`config.mk`:
```
export PLATFORM = sky130hd
export DESIGN_NAME = cmdTracker
export DESIGN_NICKNAME = d
export VERILOG_FILES = /design/src/logic/wbMapPkg.sv /design/src/logic/trackerCfgPkg.sv /design/src/logic/trackerIfs.sv /design/src/logic/cmdTracker.sv /design/src/logic/wbSlaveCtrl.sv /design/src/logic/completionFifo.sv /design/src/logic/retireSequencer.sv /design/src/logic/completionTimers.sv /design/src/logic/slotHeap.sv
export SDC_FILE = /design/constraint.sdc
export NUM_CORES = 1
export LEC_CHECK = 0
export ABC_AREA = 1
export BUFFER_PORTS_ARGS = -buffer_cell sky130_fd_sc_hd__buf_2
export CAP_MARGIN = 20
export CORE_MARGIN = 5
export CORE_UTILIZATION = 65
export DETAILED_ROUTE_END_ITERATION = 10
export GPL_TIMING_DRIVEN = 0
export PLACE_DENSITY = 0.86
export SLEW_MARGIN = 15
export SYNTH_ARGS = -nofsm -noshare
export SYNTH_HDL_FRONTEND = slang
export SYNTH_SLANG_ARGS = --single-unit
```
`constraint.sdc`:
```
create_clock -name clk -period 6.5 [get_ports clk]
set_input_delay 0.975 -clock clk [delete_from_list [all_inputs] [get_ports clk]]
set_output_delay 0.975 -clock clk [all_outputs]
set_load 0.01 [all_outputs]
```
`src/logic/wbMapPkg.sv`:
```
// Wishbone bus widths, register map and slave controller states
// Imported by the Wishbone controller and used by name at the top level
package wbMapPkg;

    localparam int WB_ADDR_BITS = 4;
    localparam int WB_DATA_BITS = 32;

    // Word addresses of the host visible registers
    typedef enum logic [WB_ADDR_BITS-1:0] {
        regCmd    = 4'd0,
        regStatus = 4'd1,
        regCompl  = 4'd2
    } regAddr_e;

    // Slave controller FSM
    typedef enum logic [1:0] {
        wsIdle,
        wsAlloc,
        wsReadOut,
        wsAck
    } wbState_e;

endpackage

```
`src/logic/trackerCfgPkg.sv`:
```
// Widths, record layout and retire states shared by the tracker datapath
// Imported by the heap, timers, retire sequencer, FIFO and Wishbone controller
package trackerCfgPkg;

    // Command payload and heap data width
    localparam int PAYLOAD_BITS = 24;
    // Tag field width in a completion record
    // Slot count must stay at or below 2**TAG_BITS
    localparam int TAG_BITS = 6;
    // Low payload field that selects latency (field plus one cycles)
    localparam int LAT_BITS = 4;
    // FIFO fill level width as reported in STATUS
    localparam int LEVEL_BITS = 8;

    // Slot indices travel at tag width
    typedef logic [TAG_BITS-1:0] slotIdx_t;

    // Completion record as stored in the FIFO
    typedef struct packed {
        logic                    valid;
        slotIdx_t                tag;
        logic [PAYLOAD_BITS-1:0] payload;
    } complRec_t;

    typedef enum logic [1:0] {
        rsIdle,
        rsRead,
        rsWait,
        rsPush
    } retireState_e;

endpackage
```
`src/logic/trackerIfs.sv`:
```
// Internal bundles of the tracker
// allocIf joins the Wishbone controller, heap and timers on allocation
// retireIf joins the retire sequencer to the heap read and free port

interface allocIf;
    import trackerCfgPkg::*;

    logic                    enq;
    logic [PAYLOAD_BITS-1:0] enqData;
    logic                    notFull;
    slotIdx_t                allocIdx;

    // Controller requests a slot
    modport ctrl (output enq, enqData, input notFull);
    // Heap owns the slot pointer and the full state
    modport heap (input enq, enqData, output notFull, allocIdx);
    // Timers only snoop the allocation
    modport monitor (input enq, enqData, allocIdx);
endinterface

interface retireIf;
    import trackerCfgPkg::*;

    slotIdx_t                readReq;
    logic [PAYLOAD_BITS-1:0] readRsp;
    logic                    free;
    slotIdx_t                freeIdx;

    modport seq (output readReq, free, freeIdx, input readRsp);
    modport heap (input readReq, free, freeIdx, output readRsp);
endinterface

```
`src/logic/cmdTracker.sv`:
```
// Top level of the tagged command tracker
// Host side is a plain Wishbone classic slave port
// Set the slot count, heap read stages and FIFO depth here
module cmdTracker
#(
    parameter int N_ENTRIES = 16,
    parameter int MIN_FREE_SLOTS = 1,
    parameter int N_OUTPUT_REG_STAGES = 0,
    parameter int FIFO_DEPTH = 8
)
(
    input  logic clk,
    input  logic reset_n,
    input  logic wbCyc,
    input  logic wbStb,
    input  logic wbWe,
    input  logic [wbMapPkg::WB_ADDR_BITS-1:0] wbAdr,
    input  logic [wbMapPkg::WB_DATA_BITS-1:0] wbDatW,
    output logic [wbMapPkg::WB_DATA_BITS-1:0] wbDatR,
    output logic wbAck
);
    import trackerCfgPkg::*;

    allocIf  allocBus ();
    retireIf retireBus ();

    // Expiry handshake
    logic     expValid;
    slotIdx_t expIdx;
    logic     expTake;

    // Completion FIFO
    logic                  push;
    complRec_t             pushRec;
    logic                  pop;
    complRec_t             popRec;
    logic                  empty;
    logic                  full;
    logic [LEVEL_BITS-1:0] level;

    wbSlaveCtrl ctrl (
        .clk, .reset_n,
        .wbCyc, .wbStb, .wbWe, .wbAdr, .wbDatW, .wbDatR, .wbAck,
        .alloc(allocBus.ctrl),
        .pop, .popRec, .empty, .level
    );

    slotHeap #(
        .N_ENTRIES(N_ENTRIES),
        .MIN_FREE_SLOTS(MIN_FREE_SLOTS),
        .N_OUTPUT_REG_STAGES(N_OUTPUT_REG_STAGES)
    ) heap (
        .clk, .reset_n,
        .alloc(allocBus.heap),
        .retire(retireBus.heap)
    );

    completionTimers #(.N_ENTRIES(N_ENTRIES)) timers (
        .clk, .reset_n,
        .alloc(allocBus.monitor),
        .expValid, .expIdx, .expTake
    );

    retireSequencer #(.N_OUTPUT_REG_STAGES(N_OUTPUT_REG_STAGES)) retireSeq (
        .clk, .reset_n,
        .expValid, .expIdx, .expTake,
        .retire(retireBus.seq),
        .push, .pushRec, .full
    );

    completionFifo #(.FIFO_DEPTH(FIFO_DEPTH)) complFifo (
        .clk, .reset_n,
        .push, .pushRec, .pop, .popRec, .empty, .full, .level
    );

endmodule

```
`src/logic/wbSlaveCtrl.sv`:
```
// Wishbone classic slave decoding CMD, STATUS and COMPL
// CMD writes wait for a free slot then enqueue, reads return in two cycles
// COMPL reads pop one record when the FIFO holds one
module wbSlaveCtrl
(
    input  logic clk,
    input  logic reset_n,
    input  logic wbCyc,
    input  logic wbStb,
    input  logic wbWe,
    input  logic [wbMapPkg::WB_ADDR_BITS-1:0] wbAdr,
    input  logic [wbMapPkg::WB_DATA_BITS-1:0] wbDatW,
    output logic [wbMapPkg::WB_DATA_BITS-1:0] wbDatR,
    output logic wbAck,
    allocIf.ctrl alloc,
    output logic pop,
    input  trackerCfgPkg::complRec_t popRec,
    input  logic empty,
    input  logic [trackerCfgPkg::LEVEL_BITS-1:0] level
);
    import trackerCfgPkg::*;
    import wbMapPkg::*;

    wbState_e state;
    regAddr_e adr;
    logic     isCmdWrite;
    logic     isComplRead;

    // Master holds address and data until ack
    assign adr = regAddr_e'(wbAdr);
    assign isCmdWrite = wbWe && (adr == regCmd);
    assign isComplRead = !wbWe && (adr == regCompl);

    assign alloc.enq = (state == wsAlloc) && alloc.notFull;
    assign alloc.enqData = wbDatW[PAYLOAD_BITS-1:0];
    assign pop = (state == wsReadOut) && isComplRead && !empty;
    assign wbAck = (state == wsAck);

    // ========================================
    // Bus FSM
    // ========================================

    always_ff @(posedge clk)
    begin
        if (!reset_n)
        begin
            state <= wsIdle;
        end
        else
        begin
            case (state)
                wsIdle:
                begin
                    if (wbCyc && wbStb)
                    begin
                        state <= isCmdWrite ? wsAlloc : wsReadOut;
                    end
                end
                // Ack may wait here while the heap is full
                wsAlloc:
                begin
                    if (alloc.notFull)
                    begin
                        state <= wsAck;
                    end
                end
                wsReadOut: state <= wsAck;
                wsAck: state <= wsIdle;
                default: state <= wsIdle;
            endcase
        end
    end

    // Read data captured one cycle ahead of the ack
    always_ff @(posedge clk)
    begin
        if (state == wsReadOut)
        begin
            case (adr)
                regStatus: wbDatR <= {16'd0, level, 7'd0, alloc.notFull};
                // valid 31, spare 30, tag 29:24, payload 23:0
                regCompl:
                begin
                    wbDatR <= empty ? '0 : {popRec.valid, 1'b0, popRec.tag, popRec.payload};
                end
                default: wbDatR <= '0;
            endcase
        end
    end

endmodule

```
`src/logic/completionFifo.sv`:
```
// Circular FIFO of completion records between retire path and host
// popRec always shows the head entry, level is the current fill count
module completionFifo
#(
    parameter int FIFO_DEPTH = 8
)
(
    input  logic clk,
    input  logic reset_n,
    input  logic push,
    input  trackerCfgPkg::complRec_t pushRec,
    input  logic pop,
    output trackerCfgPkg::complRec_t popRec,
    output logic empty,
    output logic full,
    output logic [trackerCfgPkg::LEVEL_BITS-1:0] level
);
    import trackerCfgPkg::*;

    localparam int PTR_BITS = (FIFO_DEPTH > 1) ? $clog2(FIFO_DEPTH) : 1;

    complRec_t           store [FIFO_DEPTH];
    logic [PTR_BITS-1:0] wrPtr;
    logic [PTR_BITS-1:0] rdPtr;

    assign popRec = store[rdPtr];
    assign empty = (level == '0);
    assign full = (level == LEVEL_BITS'(FIFO_DEPTH));

    always_ff @(posedge clk)
    begin
        if (push)
        begin
            store[wrPtr] <= pushRec;
        end
    end

    // Pointers wrap at FIFO_DEPTH, which need not be a power of two
    always_ff @(posedge clk)
    begin
        if (!reset_n)
        begin
            wrPtr <= '0;
            rdPtr <= '0;
            level <= '0;
        end
        else
        begin
            if (push)
            begin
                wrPtr <= (wrPtr == PTR_BITS'(FIFO_DEPTH-1)) ? '0 : wrPtr + 1'b1;
            end
            if (pop)
            begin
                rdPtr <= (rdPtr == PTR_BITS'(FIFO_DEPTH-1)) ? '0 : rdPtr + 1'b1;
            end
            case ({push, pop})
                2'b10: level <= level + 1'b1;
                2'b01: level <= level - 1'b1;
                default: level <= level;
            endcase
        end
    end

endmodule

```
`src/logic/retireSequencer.sv`:
```
// Retires one expired slot at a time
// Takes the slot, reads its payload from the heap, then frees the slot
// and pushes the completion record in the same cycle
module retireSequencer
#(
    parameter int N_OUTPUT_REG_STAGES = 0
)
(
    input  logic clk,
    input  logic reset_n,
    input  logic expValid,
    input  trackerCfgPkg::slotIdx_t expIdx,
    output logic expTake,
    retireIf.seq retire,
    output logic push,
    output trackerCfgPkg::complRec_t pushRec,
    input  logic full
);
    import trackerCfgPkg::*;

    localparam int WAIT_BITS = (N_OUTPUT_REG_STAGES > 0) ? $clog2(N_OUTPUT_REG_STAGES + 1) : 1;

    retireState_e         state;
    slotIdx_t             heldIdx;
    logic [WAIT_BITS-1:0] waitCnt;

    assign expTake = (state == rsIdle) && expValid;
    // Held index addresses both the read and the free
    assign retire.readReq = heldIdx;
    assign retire.freeIdx = heldIdx;
    // Stall here while the FIFO is full
    assign push = (state == rsPush) && !full;
    assign retire.free = push;

    assign pushRec.valid = 1'b1;
    assign pushRec.tag = heldIdx;
    assign pushRec.payload = retire.readRsp;

    always_ff @(posedge clk)
    begin
        if (expTake)
        begin
            heldIdx <= expIdx;
        end
    end

    always_ff @(posedge clk)
    begin
        if (!reset_n)
        begin
            state <= rsIdle;
            waitCnt <= '0;
        end
        else
        begin
            case (state)
                rsIdle:
                begin
                    if (expValid)
                    begin
                        state <= rsRead;
                    end
                end
                rsRead:
                begin
                    waitCnt <= WAIT_BITS'(N_OUTPUT_REG_STAGES);
                    state <= rsWait;
                end
                // Zero count means readRsp is valid now
                rsWait:
                begin
                    if (waitCnt == '0)
                    begin
                        state <= rsPush;
                    end
                    else
                    begin
                        waitCnt <= waitCnt - 1'b1;
                    end
                end
                rsPush:
                begin
                    if (!full)
                    begin
                        state <= rsIdle;
                    end
                end
                default: state <= rsIdle;
            endcase
        end
    end

endmodule

```
`src/logic/completionTimers.sv`:
```
// One countdown per slot modelling backend latency
// Loads on allocation with the payload latency field, then counts down
// Presents the lowest expired slot and holds it until expTake
module completionTimers
#(
    parameter int N_ENTRIES = 16
)
(
    input  logic clk,
    input  logic reset_n,
    allocIf.monitor alloc,
    output logic expValid,
    output trackerCfgPkg::slotIdx_t expIdx,
    input  logic expTake
);
    import trackerCfgPkg::*;

    localparam int IDX_BITS = $clog2(N_ENTRIES);

    logic [LAT_BITS-1:0]  count [N_ENTRIES];
    logic [N_ENTRIES-1:0] active;
    logic [N_ENTRIES-1:0] expired;
    logic                 anyExpired;
    slotIdx_t             firstExpired;

    // Priority pick, scanning down so the lowest index wins
    always_comb
    begin
        anyExpired = 1'b0;
        firstExpired = '0;
        for (int i = N_ENTRIES - 1; i >= 0; i--)
        begin
            expired[i] = active[i] && (count[i] == '0);
            if (expired[i])
            begin
                anyExpired = 1'b1;
                firstExpired = slotIdx_t'(i);
            end
        end
    end

    always_ff @(posedge clk)
    begin
        if (!reset_n)
        begin
            active <= '0;
            expValid <= 1'b0;
            expIdx <= '0;
            for (int i = 0; i < N_ENTRIES; i++)
            begin
                count[i] <= '0;
            end
        end
        else
        begin
            for (int i = 0; i < N_ENTRIES; i++)
            begin
                if (active[i] && (count[i] != '0))
                begin
                    count[i] <= count[i] - 1'b1;
                end
            end
            // Taken slot goes idle, a new pick follows a cycle later
            if (expTake)
            begin
                active[expIdx[IDX_BITS-1:0]] <= 1'b0;
                expValid <= 1'b0;
            end
            else if (!expValid && anyExpired)
            begin
                expValid <= 1'b1;
                expIdx <= firstExpired;
            end
            // Count holds latency minus one
            if (alloc.enq)
            begin
                active[alloc.allocIdx[IDX_BITS-1:0]] <= 1'b1;
                count[alloc.allocIdx[IDX_BITS-1:0]] <= alloc.enqData[LAT_BITS-1:0];
            end
        end
    end

endmodule

```
`src/logic/slotHeap.sv`:
```
// Round robin slot heap holding one command payload per slot
// Payload is written when the slot is allocated and read back on retire
// notFull looks MIN_FREE_SLOTS+2 slots ahead and lags the busy flags by two
module slotHeap
#(
    parameter int N_ENTRIES = 16,
    parameter int MIN_FREE_SLOTS = 1,
    parameter int N_OUTPUT_REG_STAGES = 0
)
(
    input  logic clk,
    input  logic reset_n,
    allocIf.heap alloc,
    retireIf.heap retire
);
    import trackerCfgPkg::*;

    localparam int IDX_BITS = $clog2(N_ENTRIES);
    // Two extra slots cover the two cycle notFull pipeline
    localparam int MIN_FREE_Q = MIN_FREE_SLOTS + 2;

    logic [N_ENTRIES-1:0]            notBusy;
    logic [IDX_BITS-1:0]             nextAlloc;
    logic [MIN_FREE_Q+N_ENTRIES-1:0] notBusyRepl;
    logic [MIN_FREE_Q-1:0]           checkBits;

    logic [PAYLOAD_BITS-1:0] mem [N_ENTRIES];
    logic [PAYLOAD_BITS-1:0] rdStage [N_OUTPUT_REG_STAGES+1];

    assign alloc.allocIdx = slotIdx_t'(nextAlloc);

    // ========================================
    // Allocation and full detection
    // ========================================

    // Low flags repeated past the top so the window never wraps
    assign notBusyRepl = {notBusy[MIN_FREE_Q-1:0], notBusy};

    always_ff @(posedge clk)
    begin
        if (!reset_n)
        begin
            checkBits <= '0;
            alloc.notFull <= 1'b0;
        end
        else
        begin
            checkBits <= notBusyRepl[nextAlloc +: MIN_FREE_Q];
            alloc.notFull <= &checkBits;
        end
    end

    always_ff @(posedge clk)
    begin
        if (!reset_n)
        begin
            nextAlloc <= '0;
        end
        else if (alloc.enq)
        begin
            nextAlloc <= (nextAlloc == IDX_BITS'(N_ENTRIES-1)) ? '0 : nextAlloc + 1'b1;
        end
    end

    // Busy flags, cleared on enq and set again on free
    always_ff @(posedge clk)
    begin
        if (!reset_n)
        begin
            notBusy <= '1;
        end
        else
        begin
            if (alloc.enq)
            begin
                notBusy[nextAlloc] <= 1'b0;
            end
            if (retire.free)
            begin
                notBusy[retire.freeIdx[IDX_BITS-1:0]] <= 1'b1;
            end
        end
    end

    // ========================================
    // Payload memory
    // ========================================

    always_ff @(posedge clk)
    begin
        if (alloc.enq)
        begin
            mem[nextAlloc] <= alloc.enqData;
        end
        // Data one cycle after the request, then the extra stages
        rdStage[0] <= mem[retire.readReq[IDX_BITS-1:0]];
        for (int s = 0; s < N_OUTPUT_REG_STAGES; s++)
        begin
            rdStage[s+1] <= rdStage[s];
        end
    end

    assign retire.readRsp = rdStage[N_OUTPUT_REG_STAGES];

endmodule

```
-- Word-level counts from Yosys, hierarchy flattened
Memory sizes are Yosys's and may differ from the RTL's. A register that Yosys moved wholly into a read port is not among the register bits.
Cells that the tools add are included.
Widths: inputs -> output; s select.
- bits of input ports: 41
- logic and storage cells: 316
- memories: 4
- bits in registers: 104
- output and inout port bits: 33
- bits in writable memories: 712
- memories (memory ; words ; width ; rd ports ; clocked after memory_dff ; wr ports ; line ; text):
    heap.mem ; 16 ; 24 ; 1 ; 1 ; 1 ; slotHeap.sv:27 ; logic [PAYLOAD_BITS-1:0] mem [N_ENTRIES];
    complFifo.store ; 8 ; 30 ; 1 ; 1 ; 1 ; completionFifo.sv:22 ; complRec_t store [FIFO_DEPTH];
    timers.count ; 16 ; 4 ; 16 ; 0 ; 17 ; completionTimers.sv:20 ; logic [LAT_BITS-1:0] count [N_ENTRIES];
    heap.rdStage ; 1 ; 24 ; 1 ; 0 ; 1 ; slotHeap.sv:28 ; logic [PAYLOAD_BITS-1:0] rdStage [N_OUTPUT_REG_STAGES+1];
- $add $sub $neg: 22
- mux-type cells: 134
- bitwise operators: 24
- order comparisons: 6
- reduce and logical (&&, ||, !) cells: 91
- shift-type cells: 1
- eq/ne operators: 19
- operator list (kind ; number):
    $mux 4 ; 34
    $mux 16 ; 6
    $mux 1 ; 75
    $logic_not 4->1 ; 17
    $pmux 32 s2 ; 1
    $reduce_bool 4->1 ; 16
    $sub 4x1->4 const B ; 16
    $logic_and 1x1->1 ; 44
    $and 16x16->16 ; 2
    $mux 32 ; 1
    $not 16->16 ; 2
    $or 16x16->16 ; 2
    $shiftx 19x5->3 ; 1
    $or 1x1->1 ; 16
    $pmux 2 s4 ; 2
    $pmux 8 s2 ; 1
    $lt 4x5->1 const B ; 3
    $demux 1 s4 ; 3
    $ge 4x1->1 const B ; 3
    $mux 2 ; 6
    $mux 3 ; 4
    $eq 2x2->1 const B ; 5
    $add 8x1->8 const B ; 1
    $eq 8x4->1 const B ; 1
    20 further kinds ; 35

-- Longest topological paths before layout
Gate-level depths: netlist (run 1).
An unclocked memory read counts as a cell.
- depth after elaboration: 21
- depth in mapped cells: 20
- depth with buffers taken out: 20

-- By module
From an unflattened synthesis (run 1), not the netlist that was laid out.
- cells, all modules: 3075
- area, all modules: 35190.0 um^2
- by module, submodules not included (module ; instances ; cells an instance ; area each (um^2) ; sequential area each (um^2)):
    slotHeap ; 1 ; 1465 ; 17453.0 ; 12492.0
    completionFifo ; 1 ; 872 ; 10737.8 ; 7787.5
    completionTimers ; 1 ; 501 ; 4684.5 ; 2342.2
    wbSlaveCtrl ; 1 ; 167 ; 1674.1 ; 970.9
    retireSequencer ; 1 ; 70 ; 640.6 ; 220.2

-- Worst setup path after synthesis (run 1)
OpenSTA, ideal clock, no wires.
- path kind: register to register
- start: reg ctrl.state[0]
- end: reg complFifo.level[7] in the netlist's numbering
- path buffers: 0
- clock period less this slack: 3.354 ns
- cell stages (with the launch flop): 19
- library setup time: 0.117 ns
- data required time: 6.383 ns
- data arrival time: 3.237 ns
- path slack: 3.146 ns
- path through: dfxtp_1 > inv_1 > ha_1 > inv_1 > nor3_2 > ha_1 > ha_1 > a21oi_1 > nand2_1 > a21oi_2 > o21bai_2 > nand2_1 > nand2_1 > a21oi_2 > nor2_1 > nor2_1 > nand2_1 > o21ai_1 > a21oi_1
- longest elaborated chain between the ends: 5
- elaborated cells on any way between the ends: 7
- those cells by class: eq/ne (3); mux (1); reduce/logical (3)
- RTL lines (item ; line ; text):
    from (decl) ; wbSlaveCtrl.sv:24 ; wbState_e state;
    from (signal assigned) ; wbSlaveCtrl.sv:47 ; state <= wsIdle;
    from (signal assigned) ; wbSlaveCtrl.sv:56 ; state <= isCmdWrite ? wsAlloc : wsReadOut;
    from (signal assigned) ; wbSlaveCtrl.sv:64 ; state <= wsAck;
    $eq 2x2->1 * ; wbSlaveCtrl.sv:36 ; assign pop = (state == wsReadOut) && isComplRead && !empty;
    $logic_and 1x1->1 * (2 in a row) ; wbSlaveCtrl.sv:36 ;
    named net complFifo.pop ; completionFifo.sv:12 ; input logic pop,
    $eq 2x1->1 or $eq 2x2->1 (tied branches) ; completionFifo.sv:57 ; case ({push, pop})
    $pmux 8 s2 or $reduce_bool 2->1 (tied branches) ; n/a ;
    to (signal assigned) ; completionFifo.sv:58 ; 2'b10: level <= level + 1'b1;
    to (signal assigned) ; completionFifo.sv:59 ; 2'b01: level <= level - 1'b1;
    to (signal assigned) ; completionFifo.sv:60 ; default: level <= level;
    to (decl) ; completionFifo.sv:16 ; output logic [trackerCfgPkg::LEVEL_BITS-1:0] level
Mark *: on every way through the listed nets, which the timed path passes. The rest lies on a longest branch.
A chain may end at the register's enable or synchronous reset.

-- Worst setup path in the final report (run 1)
Same ends and word-level chain as after synthesis.

==> results of run 1 <==
[state kept, by name, indices dropped and copies added (netlist names), named ones only]
name                      cells
heap.mem                    384
timers.active                16
ctrl.state                    2
timers.expValid               1
retireSeq.state               2
complFifo.level               8
complFifo.rdPtr               3
complFifo.store             224
ctrl.wbDatR                  29
heap.rdStage                 24
timers.expIdx                 4
heap.nextAlloc                4
complFifo.wrPtr               3
timers.count                 64
heap.alloc.notFull            1
retireSeq.retire.freeIdx      4
heap.checkBits                3
heap.notBusy                 16
[synthesized netlist by cell type, drive strengths merged, types with 23 or more instances]
cell,instances,area (sq um)
edfxtp,705,21200
o21ai,325,1630
inv,254,953
nor2,219,827
nand2,178,681
a21oi,131,667
o211ai,109,818
mux2i,96,961
dfxtp,94,1880
o22ai,87,544
nand3,83,420
clkbuf,80,300
buf,56,323
ha,39,488
nand4,23,223
[per-layer routing]
metal	track usage, %	up-vias	wire length [microns]
li1	-	9807	-
met1	38.6	11021	30000
met2	51.3	1955	43000
met3	6.84	398	11000
met4	17.7	2	5270
met5	0	-	9
[final cells by class]
cell class                 count  area (sq um)  share of cell area, %
inverter                     258           970                   2.63
multi-input combinational   1401          8250                   22.4
clock inverter                40           370                   1.00
antenna                        1          2.50                0.00678
buffer                       136           623                   1.69
sequential                   799         23100                   62.5
tap                          672           841                   2.28
timing repair buffer          76           631                   1.71
clock buffer                 103          2150                   5.82
[power by group through the flow]
stage / registers, mW / logic, mW / clock network, mW
after floorplan: 5.89 / 0.273 / 0
after global placement: 5.86 / 0.477 / 0
after detailed placement: 5.87 / 0.524 / 0
after CTS: 5.76 / 0.532 / 4.49
after global routing: 5.77 / 0.582 / 4.70
final: 5.76 / 0.536 / 4.50
[through the flow]
stage	instances	utilization, %
3_3_place_gp	3328	67.8
6_report	3486	73.7
3_5_place_dp	3342	68.6
4_1_cts	3485	73.7
2_1_floorplan	2594	-
5_1_grt	3485	73.7
[cells by family (layout without fill, tap and decap cells)]
kind of cell,Yosys count,count (layout),synth area share (%)
flip-flops,799,799,70.3
AO/OA/AOI/OAI,710,710,12.6
AND/OR/NAND/NOR,515,515,6.80
buffers and inverters,394,613,4.86
multiplexers,96,96,2.93
adder cells (fa/ha/maj),40,40,1.55
XOR/XNOR,37,37,0.988
other,1,4,0.0114
[layout by cell type, fill, tap and decap left out, drive strengths merged, types with 87 or more instances in the layout]
cell / instances
o22ai: 87
a21oi: 131
o21ai: 325
clkbuf: 183
buf: 132
edfxtp: 705
nor2: 219
inv: 257
mux2i: 96
o211ai: 109
dfxtp: 94
nand2: 178
[path summary, 6_finish.rpt]
kind | from | to | slack [ns] | depth (start not counted)
setup reg to reg | ctrl.state[0] | complFifo.level[7] | 2.78 | 18
setup / recovery | ctrl.state[0] | complFifo.level[7] | 2.78 | 18
hold / removal | heap.checkBits[2] | heap.alloc.notFull | 0.48 | 2
hold reg to reg | heap.checkBits[2] | heap.alloc.notFull | 0.48 | 2
[critical path, stage by stage (launching register included)]
cell,delay (ns)
sky130_fd_sc_hd__dfxtp_1,0.35
sky130_fd_sc_hd__inv_1,0.10
sky130_fd_sc_hd__ha_2,0.71
sky130_fd_sc_hd__inv_1,0.12
sky130_fd_sc_hd__nor3_2,0.38
sky130_fd_sc_hd__ha_1,0.40
sky130_fd_sc_hd__ha_1,0.35
sky130_fd_sc_hd__a21oi_1,0.16
sky130_fd_sc_hd__nand2_1,0.10
sky130_fd_sc_hd__a21oi_2,0.15
sky130_fd_sc_hd__o21bai_2,0.08
sky130_fd_sc_hd__nand2_1,0.08
sky130_fd_sc_hd__nand2_1,0.07
sky130_fd_sc_hd__a21oi_2,0.15
sky130_fd_sc_hd__nor2_1,0.06
sky130_fd_sc_hd__nor2_1,0.09
sky130_fd_sc_hd__nand2_1,0.07
sky130_fd_sc_hd__o21ai_1,0.12
sky130_fd_sc_hd__a21oi_1,0.05
==> results.json, run 1 <==
{
  "maximum_number_of_pins_on_one_net_before_global_route_repair": 31,
  "floorplan.initialDensity_pct": 65.5,
  "synth_cell_type_count": 51,
  "detailed_place_hpwl_mm": 56.2,
  "cts_tree": "yes",
  "fin_crit_sh_pct": 57.2,
  "internal_power_mw": 8.41,
  "drive_gt1_share_pct": 10.8,
  "cts-htree-levels": 3,
  "outcome": "completed",
  "vias_per_cell": 6.65,
  "first_global_vias": 23560,
  "total_power_mw": 10.8,
  "clock_latency_ns": 0.64,
  "cellPowerDensity_nw_per_um2": 293,
  "synth.yosys.seq_area_share_pct": 70.3,
  "post_cts.repair.setup_buffers": 0,
  "rsz_0062_raised_after_global_routing": "no",
  "num_io_pins": 74,
  "drt_first_iter_violations": 3343,
  "timing.final.crit_period_ns": 3.72,
  "synth_cells": 2592,
  "port_buffers": 62,
  "gpl.final_weighted_congestion": 0.917,
  "post-route-cell-area_sq_um": 36900,
  "cts.reportedPaths.clkPinSlew_ns": 0.07,
  "die_area_sq_um": 55100,
  "combPwrFrac_pct": 5.0,
  "power_switching_mw": 2.38,
  "tightestPinTransition_ns": 0.929,
  "post-route-drc-count": 0,
  "post_dp_cell_area_sq_um": 34400,
  "grt_pass1_wl_mm": 133,
  "grt_remaining_overflow": 0,
  "fp.dieH_microns": 235,
  "cp.arrival_ns": 4.22,
  "number_of_buffers_added_by_the_clock_tree_synthesis_step": 77,
  "worst-path-max-fanout": 30,
  "ctsResizeCount": 0,
  "avgSynthCellArea_sq_um": 12.7,
  "switching_share_pct": 22.1,
  "final-max-slew-violation-count": 0,
  "syn_area_sq_um": 32800,
  "clock_sinks": 799,
  "net_count_reported_at_finish": 2830,
  "layout_setup_ws_ns": 2.78,
  "dr.pass1.iters": 7,
  "grt.total_usage_pct": 31.1,
  "setup.worst_path.class": "register to register",
  "end_kind": "register",
  "yosysWarningCount": 0,
  "clk_path_buf_depth": 3,
  "row_count": 82,
  "post-place-ws_ns": 2.75,
  "route.vias.total": 23183,
  "synth-edff-count": 705,
  "cts-root-buf": "sky130_fd_sc_hd__clkbuf_16",
  "max_freq_mhz": 269,
  "cts_hold_repair.buffers": 0,
  "drt_wl_total_mm": 89.3,
  "timing.critical_path.required_ns": 7.00,
  "setup_viol_count_final": 0,
  "min-delay-path-class": "register to register",
  "synth.ff_latch_count": 799,
  "design.core.area_sq_um": 50100,
  "p_leak_nw": 13.3,
  "finalHoldViolations": 0,
  "route.detailed.wl_per_inst_microns": 25.6,
  "start_kind": "register",
  "share_of_flip_flops_with_an_asynchronous_set_or_reset_pct": 0,
  "die_w_microns": 235,
  "postRouteAntennaNets": 0,
  "final.setup_skew_ns": 0.0324,
  "maxCapViolations": 0,
  "setup_tns_ns": 0,
  "ir_worst_vdd_uv": 287,
  "p_clk_share_pct": 41.7,
  "synth_ff_type": "sky130_fd_sc_hd__edfxtp_1",
  "grt_antenna_before_repair": 2,
  "sequentialPowerShare_pct": 53.3,
  "relSlewSlack_pct": 38.1,
  "worst_hold_slack_ns": 0.478,
  "fillCellCount": 2969,
  "area_growth_from_synthesis_to_final_layout_pct": 12.4
}
(Power assumes the default switching activity.)
==> run 2, diff against run 1 <==
Settings changed: CORE_UTILIZATION 65 to 62, PLACE_DENSITY 0.86 to 0.83.
Clock period 6.5 ns to 3.9 ns, I/O delays scaled along.
==> run 2 against run 1 <==
Against the previous run:
- non-clock buffer count did not move
- critical path depth fell by 1
- highest routed layer unchanged
- clock skew fell by 0.0045 ns
- design area barely moved
==> results.json, run 2 (synthesized netlist as in run 1, its figures left out) <==
{
  "critical-path-max-stage-delay_ns": 0.46,
  "layout_setup_ws_ns": 0.465,
  "internal_power_mw": 14.0,
  "gpl.final_weighted_congestion": 0.906,
  "fp.dieH_microns": 240,
  "finalHoldViolations": 0,
  "post-place-ws_ns": 0.551,
  "grt_antenna_before_repair": 5,
  "vias_per_cell": 6.48,
  "tightestPinTransition_ns": 0.909,
  "route.detailed.wl_per_inst_microns": 24.3,
  "post_cts.repair.setup_buffers": 0,
  "die_area_sq_um": 57600,
  "area_growth_from_synthesis_to_final_layout_pct": 12.5,
  "p_clk_share_pct": 41.3,
  "combPwrFrac_pct": 5.1,
  "detailed_place_hpwl_mm": 55.0,
  "ctsResizeCount": 0,
  "final_cell_mix": "sky130_fd_sc_hd__edfxtp_1 (705), sky130_fd_sc_hd__o21ai_0 (256), sky130_fd_sc_hd__inv_1 (217)",
  "grt.total_usage_pct": 29.1,
  "drt_wl_total_mm": 85.0,
  "row_count": 84,
  "end_kind": "register",
  "cp_slowest_cell": "sky130_fd_sc_hd__nor4_1",
  "largest_register": "heap.mem",
  "cts_tree": "yes",
  "final-max-slew-violation-count": 0,
  "num_io_pins": 74,
  "net_count_reported_at_finish": 2831,
  "timing.final.crit_period_ns": 3.43,
  "port_buffers": 62,
  "route.vias.total": 22689,
  "switching_share_pct": 21.6,
  "largest_register_ffs": 384,
  "drive_gt1_share_pct": 10.6,
  "cts_hold_repair.buffers": 0,
  "path_depth": 17,
  "clk_path_buf_depth": 3,
  "critPathBufInv": 0,
  "first_global_vias": 22399,
  "cp.arrival_ns": 3.95,
  "timing.critical_path.cells": "nor4_1 -> nand4_1 -> nand2_1 -> ha_1 -> ha_1 -> a21oi_1 -> nand2_1 -> a21oi_2 -> o21bai_2 -> nand2_1 -> nand2_1 -> a21oi_2 -> nor2_1 -> nor2_1 -> nand2_1 -> o21ai_1 -> a21oi_1",
  "cts.reportedPaths.clkPinSlew_ns": 0.06,
  "reg.largest.list": "heap.mem: 384 flops, complFifo.store: 224 flops, timers.count: 64 flops",
  "design.core.area_sq_um": 52400,
  "start_kind": "register",
  "maxCapViolations": 0,
  "drt_first_iter_violations": 3167,
  "worst-path-max-fanout": 8,
  "setup_viol_count_final": 0,
  "cellPowerDensity_nw_per_um2": 485,
  "sequentialPowerShare_pct": 53.6,
  "power_switching_mw": 3.87,
  "cts-htree-levels": 3,
  "antenna_cells": 0,
  "ir_worst_vdd_uv": 381,
  "final.setup_skew_ns": 0.0279,
  "clock_sinks": 799,
  "die_w_microns": 240,
  "dominant_delay_contributor_by_cell_family_on_the_critical_path": "simple AND/OR/NAND/NOR gates",
  "layout.cells.most_common": "sky130_fd_sc_hd__edfxtp_1",
  "clock_latency_ns": 0.64,
  "post-route-drc-count": 0,
  "grt_pass1_wl_mm": 128,
  "fillCellCount": 3271,
  "fin_crit_sh_pct": 88.1,
  "relSlewSlack_pct": 39.4,
  "cts-root-buf": "sky130_fd_sc_hd__clkbuf_16",
  "grt_remaining_overflow": 0,
  "number_of_buffers_added_by_the_clock_tree_synthesis_step": 78,
  "maximum_number_of_pins_on_one_net_before_global_route_repair": 30,
  "cp_common_cell": "sky130_fd_sc_hd__nand2_1",
  "postRouteAntennaNets": 0,
  "setup.worst_path.class": "register to register",
  "dr.pass1.iters": 7,
  "p_leak_nw": 13.3,
  "worst_hold_slack_ns": 0.343,
  "total_power_mw": 17.9,
  "max_freq_mhz": 291,
  "rsz_0062_raised_after_global_routing": "no",
  "reg2regPathDepth": 17,
  "worst_hold_path.num_cells": 1,
  "floorplan.initialDensity_pct": 62.5,
  "min-delay-path-class": "input pin to register",
  "timing.critical_path.required_ns": 4.41,
  "outcome": "completed"
}
==> run 2: area by class of cell <==
cell class | instances | area [sq um] | share of cell area [%]
plain buffers | 136 | 623 | 1.69
clock buffers | 117 | 2220 | 6.02
clock inverters | 27 | 295 | 0.800
inverters | 258 | 970 | 2.63
multi-input cells | 1401 | 8250 | 22.4
flip-flops and latches | 799 | 23100 | 62.5
well taps | 688 | 861 | 2.33
repair buffers | 76 | 631 | 1.71
==> run 2: power by group through the flow <==
| stage | sequential [mW] | combinational, mW | clock, mW |
|---|---|---|---|
| finish | 9.59 | 0.911 | 7.39 |
| global route | 9.61 | 0.986 | 7.78 |
| CTS | 9.59 | 0.904 | 7.41 |
| detailed placement | 9.77 | 0.890 | 0 |
| global placement | 9.77 | 0.798 | 0 |
| floorplan | 9.81 | 0.455 | 0 |
==> run 2: path summary, 6_finish.rpt <==
path | start | end | slack, ns
setup / recovery | complFifo.level[4] | complFifo.level[7] | 0.47
hold reg to reg | heap.checkBits[1] | heap.alloc.notFull | 0.46
setup reg to reg | complFifo.level[4] | complFifo.level[7] | 0.47
hold / removal | wbDatW[17] | heap.mem[2][17] | 0.34
==> run 2: metrics by stage <==
stage	util, %	cell area, sq um	std cells	TNS, ns
after floorplan	-	32800	2594	0
after global placement	64.8	34000	3344	-16.60
after detailed placement	65.6	34400	3358	0
after CTS	70.4	36900	3502	0
after global routing	70.4	36900	3502	0
final	70.4	36900	3502	0
==> run 2: layer usage <==
metal  vias to the layer above  global-route usage (%)  part of all wire (%)
li1                       9801                       -                     -
met2                      1681                    48.7                    49
met4                         2                    13.3                   4.5
met3                       289                    5.16                    11
met5                         -                       0                 0.015
met1                     10916                    37.6                    35
